===== src/rtl/fb_pkg.sv =====
`default_nettype none

package fb_pkg;

    localparam int SCREEN_W   = 512;                          // hack screen width in pixels
    localparam int SCREEN_H   = 256;                          // hack screen height in lines
    localparam int WORD_BITS  = 16;                           // pixels per ram word
    localparam int ADDR_BITS  = 13;                           // 8192 words of screen
    localparam int COORD_BITS = 11;                           // enough for 1056 columns

    localparam int IDX_BITS = $clog2(WORD_BITS);              // pixel index inside a word
    localparam int COL_BITS = $clog2(SCREEN_W / WORD_BITS);   // 32 words per row
    localparam int ROW_BITS = $clog2(SCREEN_H);               // 256 rows

    typedef struct packed {
        logic [COORD_BITS-1:0] h;                             // raster column
        logic [COORD_BITS-1:0] v;                             // raster line
    } scan_pos_t;

    typedef struct packed {
        logic hsync;                                          // active low
        logic vsync;                                          // active low
        logic active;                                         // visible area flag
    } video_sync_t;

    // sync levels while idle or in reset
    localparam video_sync_t SYNC_IDLE = '{hsync: 1'b1, vsync: 1'b1, active: 1'b0};

    typedef struct packed {
        logic [ROW_BITS-1:0] row;                             // screen line, upper address bits
        logic [COL_BITS-1:0] col;                             // word within the line
    } screen_rc_t;

    // one screen address, seen either as row/col or as the flat ram index
    typedef union packed {
        logic [ADDR_BITS-1:0] flat;                           // row*32 + col
        screen_rc_t           rc;
    } screen_addr_t;

endpackage

`default_nettype wire

===== src/rtl/video_output.sv =====
`timescale 1ns/100ps
`default_nettype none

module video_output import fb_pkg::*; #(
    parameter int PIPE_DEPTH = 2                     // frame buffer latency in cycles
) (
    input  wire logic        clk,
    input  wire logic        rst_n,
    input  wire video_sync_t sync,                   // levels aligned with the scan position
    input  wire logic        pixel,                  // PIPE_DEPTH cycles behind sync
    output logic             hsync,
    output logic             vsync,
    output logic             active,
    output logic             pixel_out
);

    video_sync_t sync_dly [PIPE_DEPTH];              // sync delay line
    video_sync_t sync_lvl;                           // sync level with pixel

    always_ff @(posedge clk or negedge rst_n) begin
        if (!rst_n) begin
            for (int i = 0; i < PIPE_DEPTH; i++) begin
                sync_dly[i] <= SYNC_IDLE;
            end
        end else begin
            sync_dly[0] <= sync;
            for (int i = 1; i < PIPE_DEPTH; i++) begin
                sync_dly[i] <= sync_dly[i-1];       // shift one stage per cycle
            end
        end
    end

    assign sync_lvl = sync_dly[PIPE_DEPTH-1];

    // final output register, no combinational path leaves the design
    always_ff @(posedge clk or negedge rst_n) begin
        if (!rst_n) begin
            hsync     <= 1'b1;
            vsync     <= 1'b1;
            active    <= 1'b0;
            pixel_out <= 1'b0;
        end else begin
            hsync     <= sync_lvl.hsync;
            vsync     <= sync_lvl.vsync;
            active    <= sync_lvl.active;
            pixel_out <= pixel & sync_lvl.active;    // blank outside the visible area
        end
    end

endmodule

`default_nettype wire


===== config.mk =====
export PLATFORM = sky130hd
export DESIGN_NAME = video_output
export DESIGN_NICKNAME = d
export VERILOG_FILES = /design/src/rtl/fb_pkg.sv /design/src/rtl/video_output.sv
export SDC_FILE = /design/constraint.sdc
export NUM_CORES = 1
export LEC_CHECK = 0
export BUFFER_PORTS_ARGS = -buffer_cell sky130_fd_sc_hd__buf_2
export CAP_MARGIN = 30
export CELL_PAD_IN_SITES_DETAIL_PLACEMENT = 1
export CELL_PAD_IN_SITES_GLOBAL_PLACEMENT = 1
export CORE_AREA = 4 4 41 43
export DETAILED_ROUTE_END_ITERATION = 10
export DIE_AREA = 0 0 45 47
export PLACE_DENSITY = 0.56
export SYNTH_ARGS = -nofsm -noshare
export SYNTH_HDL_FRONTEND = slang
export SYNTH_SLANG_ARGS = --single-unit

===== constraint.sdc =====
create_clock -name clk -period 1.1 [get_ports clk]
set_input_delay 0.33 -clock clk [delete_from_list [all_inputs] [get_ports clk]]
set_output_delay 0.33 -clock clk [all_outputs]
set_load 0.02 [all_outputs]

==> impl_metrics.yaml <==
status:
  status: "complete, but fails checks"
  violations: "negative setup slack"
synthesis:
  synth_fp_nets: 17
  ys_warn_count: 0
  synthDistinctLibCells: 3
  syn_area_um2: 264
  synth.yosys.seq_area_share: 0.976
  synth-seq-cells: 10
  syn_inst: 11
  synth_area_per_cell_um2: 24.0
setup_path:
  worstPathArrival_ps: 890
  cp_cell_sequence: "buf_6"
  cp.required_ps: 770
  cp-start-kind: "flip-flop"
  cp_slowest_cell: "dfstp_2"
  regToRegStartpoint: "sync_dly[0]"
  ff2ff_setup_slack_ps: 500
  end_kind: "output pin"
  rr_worst_depth: 1
  worst-path-buf-inv: 1
  max_stage_delay_ps: 530
  crit_type: "flip-flop to output pin"
  critical-path-top-delay-family: "flip-flops"
  reg2reg_to: "pixel_out"
  worst-path-max-fanout: 1
timing:
  tightestPinTransition_ps: 212
  max_freq_mhz: 818
  drv_slew: 0
  min_period_over_period: 1.11
  rsz0062_at_grt: "yes"
  layout_setup_ws_ps: -123
  min_period_ps: 1220
  slew_headroom: 0.859
  setup_viol: 2
  finalHoldViolations: 0
  finClkSkew_ps: 2.89
routing:
  top_layer: "met4"
  via_count: 140
  wl_per_cell_um: 8.48
  drt_iter0_markers: 0
  firstDrtPassIters: 1
  drtAntennaViolNets: 0
  viasPerCell: 3.50
  drcViolationCount: 0
  wl_met1_um: 123
  routed_wl_um: 339
  wl_met2_um: 152
  route.met3.wl_um: 54
global_route:
  grt_max_degree: 11
  grt_overflow_total: 0
  grt_pass1_vias: 163
  antenna_found_initial: 0
  grt_pass1_wl_um: 600
  track_usage: 0.0465
die:
  initial_utilization: 0.203
  ios: 10
  die_x_um: 45
  die_area_um2: 2120
  core_area_um2: 1300
  std_cell_rows: 13
  fp.dieH_um: 47
worst_hold_path:
  hp-class: "input port to flip-flop"
  holdPathEnd: "sync_dly[4]"
  whs_path_depth: 1
  hold_start: "sync[1]"
pwr:
  p_per_area_nw_per_um2: 1920
  ir_worst_vdd_uv: 533
  power_leakage_nw: 0.183
finish:
  design_area_um2: 399
  final_util: 0.307
  final_common_cell: "dfstp_2"
  antenna_cells: 0
  syn_to_final_growth_pct: 51.2
  fin_cells: 40
  drive_gt1_frac: 0.760
  finalNetCount: 32
  mostFrequentLayoutCells: "dfstp_2 (6), buf_2 (5), dfrtp_1 (4), buf_6 (4), clkbuf_4 (3)"
clock_tree:
  cts_tree: "done"
  cts-buffers-inserted: 3
  cts_buffer_depth: 2
  clkSlewWorstSetupHoldPaths_ps: 60
  htree_num_levels: 1
  cts_sinks: 10
  postCtsSetupBuffers: 0
  clock_latency_ps: 260
  cts_root_buffer: "clkbuf_4"
place:
  post_dp_cell_area_um2: 328
  gp_congestion: 0.529
  dp.cells: 35
  port_buffers: 9
flow_run:
  drv_cap: 0
[synthesized netlist by cell type]
library cell / number / area [µm²]
dfstp_2: 6 / 158
dfrtp_1: 4 / 100
and2_1: 1 / 6.26
[stage by stage]
stage	setup WS, ps	total power (W)	setup TNS (ps)	hold WS [ps]
floorplan	216	0.000417	0	34.4
global placement	130	0.000438	0	186
detailed placement	125	0.000440	0	196
CTS	-136	0.000783	-286	153
global route	-154	0.000802	-334	157
finish	-123	0.000765	-240	164
[where the power goes]
group	leakage, nW	switching, W	internal (W)
registers	0.111	0.00000606	0.000395
logic	0.0508	0.0000210	0.0000233
clock network	0.0210	0.000119	0.000201
[area by class of cell]
class                   instances  area, µm²
well taps                      15       18.8
fillers                       150        902
flip-flops and latches         10        258
clock buffers                   4       36.3
multi-input cells               1       6.26
repair buffers                 10       80.1
[worst max path at each step]
| stage | to | startpoint | cells past startpoint | slack, ps |
|---|---|---|---|---|
| after detailed placement | vsync | vsync | 1 | 130 |
| after global placement | vsync | vsync | 1 | 130 |
| after floorplan | hsync | hsync | 0 | 220 |
| after global routing | hsync | hsync | 1 | -150 |
| after CTS | vsync | vsync | 1 | -140 |
| final | vsync | vsync | 1 | -120 |
[layer usage]
layer / up-vias / GRT usage
li1: 61 / -
met1: 68 / 0.0404
met2: 9 / 0.0650
met3: 2 / 0.0230
met4: 0 / 0.0702
met5: - / 0
[logic make-up after synthesis]
logic type	after synthesis	synth area share
AND/OR/NAND/NOR	1	0.0237
flip-flops	10	0.976
[timing repair]
item	in CTS	in global routing
hold buffers	1	0
endpoints found under the setup margin	4	4
gates resized for setup	8	0
endpoints found under the hold margin	4	0
[state kept, by name (all words and copies together) (netlist names)]
| register | cells |
|---|---|
| sync_dly | 6 |
| active | 1 |
| hsync | 1 |
| vsync | 1 |
| pixel_out | 1 |
Note: power is estimated with default switching activity, not from simulation.
