==> src/rtl/fb_pkg.sv <==
`default_nettype none

package fb_pkg;

    localparam int SCREEN_W   = 512;                          // hack screen width in pixels
    localparam int SCREEN_H   = 256;                          // hack screen height in lines
    localparam int WORD_BITS  = 16;                           // pixels per ram word
    localparam int ADDR_BITS  = 13;                           // 8192 words of screen
    localparam int COORD_BITS = 11;                           // enough for 1056 columns

    localparam int IDX_BITS = $clog2(WORD_BITS);              // pixel index inside a word
    localparam int COL_BITS = $clog2(SCREEN_W / WORD_BITS);   // 32 words per row
    localparam int ROW_BITS = $clog2(SCREEN_H);               // 256 rows

    typedef struct packed {
        logic [COORD_BITS-1:0] h;                             // raster column
        logic [COORD_BITS-1:0] v;                             // raster line
    } scan_pos_t;

    typedef struct packed {
        logic hsync;                                          // active low
        logic vsync;                                          // active low
        logic active;                                         // visible area flag
    } video_sync_t;

    // sync levels while idle or in reset
    localparam video_sync_t SYNC_IDLE = '{hsync: 1'b1, vsync: 1'b1, active: 1'b0};

    typedef struct packed {
        logic [ROW_BITS-1:0] row;                             // screen line, upper address bits
        logic [COL_BITS-1:0] col;                             // word within the line
    } screen_rc_t;

    // one screen address, seen either as row/col or as the flat ram index
    typedef union packed {
        logic [ADDR_BITS-1:0] flat;                           // row*32 + col
        screen_rc_t           rc;
    } screen_addr_t;

endpackage

`default_nettype wire
==> src/rtl/sync_generator.sv <==
`timescale 1ns/100ps
`default_nettype none

module sync_generator import fb_pkg::*; #(
    parameter int H_ACTIVE = 800,                   // visible columns
    parameter int H_FRONT  = 40,                    // front porch
    parameter int H_SYNC   = 128,                   // hsync pulse width
    parameter int H_BACK   = 88,                    // back porch
    parameter int V_ACTIVE = 480,                   // visible lines
    parameter int V_FRONT  = 1,
    parameter int V_SYNC   = 3,
    parameter int V_BACK   = 21
) (
    input  wire logic  clk,
    input  wire logic  rst_n,
    output scan_pos_t   pos,                        // current raster position
    output video_sync_t sync                        // sync levels for pos
);

    localparam int H_TOTAL = H_ACTIVE + H_FRONT + H_SYNC + H_BACK;   // 1056 by default
    localparam int V_TOTAL = V_ACTIVE + V_FRONT + V_SYNC + V_BACK;   // 505 by default

    localparam int HS_START = H_ACTIVE + H_FRONT;   // first column of hsync
    localparam int HS_END   = HS_START + H_SYNC;    // first column after hsync
    localparam int VS_START = V_ACTIVE + V_FRONT;
    localparam int VS_END   = VS_START + V_SYNC;

    scan_pos_t   pos_next;                          // position for the next cycle
    video_sync_t sync_next;                         // sync levels of pos_next
    logic        h_wrap;                            // last column of a line
    logic        v_wrap;                            // last line of a frame

    always_comb begin
        h_wrap = (pos.h == COORD_BITS'(H_TOTAL - 1));
        v_wrap = (pos.v == COORD_BITS'(V_TOTAL - 1));

        pos_next.h = h_wrap ? '0 : pos.h + 1'b1;    // column counts every cycle
        pos_next.v = pos.v;
        if (h_wrap) begin
            pos_next.v = v_wrap ? '0 : pos.v + 1'b1; // line steps on column wrap
        end

        // levels are decoded from the next position so they land together with it
        sync_next.hsync  = !((pos_next.h >= COORD_BITS'(HS_START)) &&
                             (pos_next.h <  COORD_BITS'(HS_END)));
        sync_next.vsync  = !((pos_next.v >= COORD_BITS'(VS_START)) &&
                             (pos_next.v <  COORD_BITS'(VS_END)));
        sync_next.active = (pos_next.h < COORD_BITS'(H_ACTIVE)) &&
                           (pos_next.v < COORD_BITS'(V_ACTIVE));
    end

    always_ff @(posedge clk or negedge rst_n) begin
        if (!rst_n) begin
            pos  <= '0;                             // start at top left
            sync <= SYNC_IDLE;                      // syncs high, not active
        end else begin
            pos  <= pos_next;
            sync <= sync_next;                      // aligned with pos
        end
    end

endmodule

`default_nettype wire

==> config.mk <==
export PLATFORM = sky130hd
export DESIGN_NAME = sync_generator
export DESIGN_NICKNAME = d
export VERILOG_FILES = /design/src/rtl/fb_pkg.sv /design/src/rtl/sync_generator.sv
export SDC_FILE = /design/constraint.sdc
export NUM_CORES = 1
export LEC_CHECK = 0
export BUFFER_PORTS_ARGS = -buffer_cell sky130_fd_sc_hd__buf_2
export CAP_MARGIN = 0
export CORE_MARGIN = 2
export CORE_UTILIZATION = 30
export CTS_CLUSTER_SIZE = 20
export DETAILED_ROUTE_END_ITERATION = 10
export PLACE_DENSITY = 0.56
export SYNTH_ARGS = -nofsm -noshare
export SYNTH_HDL_FRONTEND = slang
export SYNTH_SLANG_ARGS = --single-unit
export TNS_END_PERCENT = 30
==> constraint.sdc <==
create_clock -name clk -period 5 [get_ports clk]
set_input_delay 1.25 -clock clk [delete_from_list [all_inputs] [get_ports clk]]
set_output_delay 1.25 -clock clk [all_outputs]
set_load 0.02 [all_outputs]
==> run metrics <==
later-pin clock latency in the skew report 0.27 ns; sequential power share 60.8%; P_leak 0.731 nW; vias in the first global route 1230; Setup TNS 0 ns; FP Rows 25; Seq/Total Area, Yosys 43.1%; DRC Markers 0; cell area after synthesis 1460 sq um; die area 5440 sq um; layout cells sized above 1 21.9%; slowest CP cell nor3_2; CTS tree built; crit path launch type flop; FILL cells 501; Synth top area share 39.5%; Critical Path Sink sync[0]$_DFF_PN0_; Post-synth EDFFs 0; fmax 0.379 GHz; Post-CTS Resized 0; post-synth cell types 42; # IOs 27; syn_area_per_cell 9.35 sq um; final worst path period share 52.8%; Final Util 35.5%; cell taking the most area after synthesis dfrtp_1; Antenna diodes 0; simple-gate share of the synthesized area 24.9%; register area 628 sq um; mux cell area share after synthesis 2.14%; maximum clock skew at final layout 0.00874 ns; R2R setup slack 2.36 ns; fin nets 184; core area 4690 sq um; Req. time, crit path 5.18 ns; compound-gate portion of the synthesized area 15.1%; Crit Path Max Fanout 18; first-pass GRT wire length 5.63 mm; Post-Synth XOR/XNOR Area 7.80%; most common cell after layout, fill and taps aside buf_2; hold slack 0.520 ns; Syn Nets 161; TritonCTS Buffers 3; Synth Instances 156; Synth Area in Adders 2.57%; setup bufs post-CTS 0; total power 0.332 mW; Crit Path Class flop to flop; gr usage total 13.2%; reg2reg end sync[0]$_DFF_PN0_; FF+latch count, synth 25; largest family of logic cells by synthesized area simple AND/OR/NAND/NOR gates; First-pass DRT Iterations 4; PD cells 199 nW/um^2; crit path DAT 2.82 ns; DR WL/cell 14.0 um; Clock Root Buffer clkbuf_8; WL final 3.26 mm; FF-to-FF Start pos[17]$_DFF_PN0_; Switch Pwr 0.0732 mW; placed wire-length estimate 2.36 mm; Clk pin slew, worst setup/hold paths 0.10 ns; Worst Tran Pin Value 0.987 ns; Multi-input gate area 766 sq um; routability cong. 0.831; status completed; Clock power frac 37.9%; DRT iter0 DRCs 55; vias 1219; Logic pwr share 1.2%; Slew HR 33.8%; Die W 73.7 um; P&R area growth vs syn 14.2%; fraction of registers with async set/reset 100%; global route total overflow 0; Int Pwr 0.259 mW; VDD IR-drop max 0.147 mV; die height 73.7 um; Hold Path Class flop to flop; Ys Warns 0; Final setup viols 0; RSZ-0062 raised after global routing no; CTS Buffer Depth 2; top cells by area, synth dfrtp_1 (39%), nand3_1 (4.8%), xnor2_1 (4.8%), o21ai_0 (4.1%), nand2_1 (3.9%); # clock sinks 25; Slew Limit Fails 0; Setup crit end kind flop; Starting Density 31.1%; pin count of the biggest net entering global routing 26; Final Hold Viols 0; post-DR vias/cell 5.25; top_reg_cell synth dfrtp_1; initial antenna violation count 0; Max-Cap Viols 0; H-tree levels 1; IO Port Bufs 26; Critical Path Max Stage Delay 0.80 ns; R2R depth 5; Routed Antenna Nets 0; Tmin final 2.64 ns; CTS Hold Bufs 0; switch share 22.0%; CP Cell Sequence or4_4 -> nor3_2 -> nor2_1 -> nand3b_1 -> a2111oi_2; critical path launch point pos[17]$_DFF_PN0_; commonest cells after routing, fill and taps aside buf_2 (26), dfrtp_1 (23), nand2_1 (15), nand3_1 (14), o21ai_0 (12)
-- critical path: cells and delay by family, from the launching register on --
kind | cells | cell delay [ns]
AO/OA/AOI/OAI | 1 | 0.35
flip-flops | 1 | 0.44
AND/OR/NAND/NOR | 4 | 1.74
-- worst min path at each step --
stage,from,end,slack [ns],cells past startpoint
2_1_floorplan,pos[11]$_DFF_PN0_,pos[11]$_DFF_PN0_,0.61,1
3_3_place_gp,pos[11]$_DFF_PN0_,pos[11]$_DFF_PN0_,0.50,1
3_5_place_dp,pos[11]$_DFF_PN0_,pos[11]$_DFF_PN0_,0.50,1
4_1_cts,pos[11]$_DFF_PN0_,pos[11]$_DFF_PN0_,0.52,1
5_1_grt,pos[11]$_DFF_PN0_,pos[11]$_DFF_PN0_,0.57,1
6_report,pos[11]$_DFF_PN0_,pos[11]$_DFF_PN0_,0.52,1
-- synthesized netlist by cell type (2+ instances only) --
cell type / count
mux2i_1: 2
o21ai_0: 12
a31oi_1: 4
ha_1: 3
and3_1: 2
o31ai_1: 3
clkbuf_1: 6
o21ai_1: 3
xor2_1: 5
inv_1: 7
nor3_1: 2
nand4_1: 3
a21oi_1: 5
xnor2_1: 8
dfrtp_1: 23
dfstp_2: 2
nand3_1: 14
or3_1: 2
nor2_1: 8
nand3b_1: 3
nand2_1: 15
and4_1: 3
nand4b_1: 2
-- flip-flops by register name, summed over array words and instances (netlist names) --
signal,cells
pos,22
sync,3
-- routing by layer --
layer	vias to the layer above	part of all wire (%)	track usage, %
met1	578	50	17.3
met4	0	1.1	3.03
met2	29	45	21.6
met3	4	4.3	3.84
li1	608	-	-
met5	-	0	0
-- power by group through the flow --
stage	combinational, mW	sequential, mW	clock (mW)
after floorplan	0.000000280	0.206	0
after global placement	0.00453	0.206	0
after detailed placement	0.00461	0.206	0
after CTS	0.00458	0.202	0.131
after global routing	0.00509	0.202	0.143
final	0.00409	0.202	0.126
-- area by class of cell --
type / instances / share of cell area, %
Multi-Input combinational cell: 116 / 45.9
Inverter: 7 / 1.58
Clock buffer: 3 / 2.48
Timing Repair Buffer: 26 / 7.81
Tap cell: 54 / 4.05
Sequential cell: 25 / 37.7
Clock inverter: 1 / 0.450
-- through the flow --
step	instance area (sq um)	setup slack, ns	cells
6_report	1670	2.36	232
5_1_grt	1670	2.11	232
4_1_cts	1670	2.35	232
3_5_place_dp	1620	2.37	228
3_3_place_gp	1620	2.43	228
2_1_floorplan	1460	2.70	156
-- kinds of logic after synthesis --
logic type      count (synthesis)
buf+inv                        15
compound gates                 35
mux                             3
xor+xnor                       13
fa+ha+maj                       3
flops                          25
simple gates                   62
(Power assumes the default switching activity.)
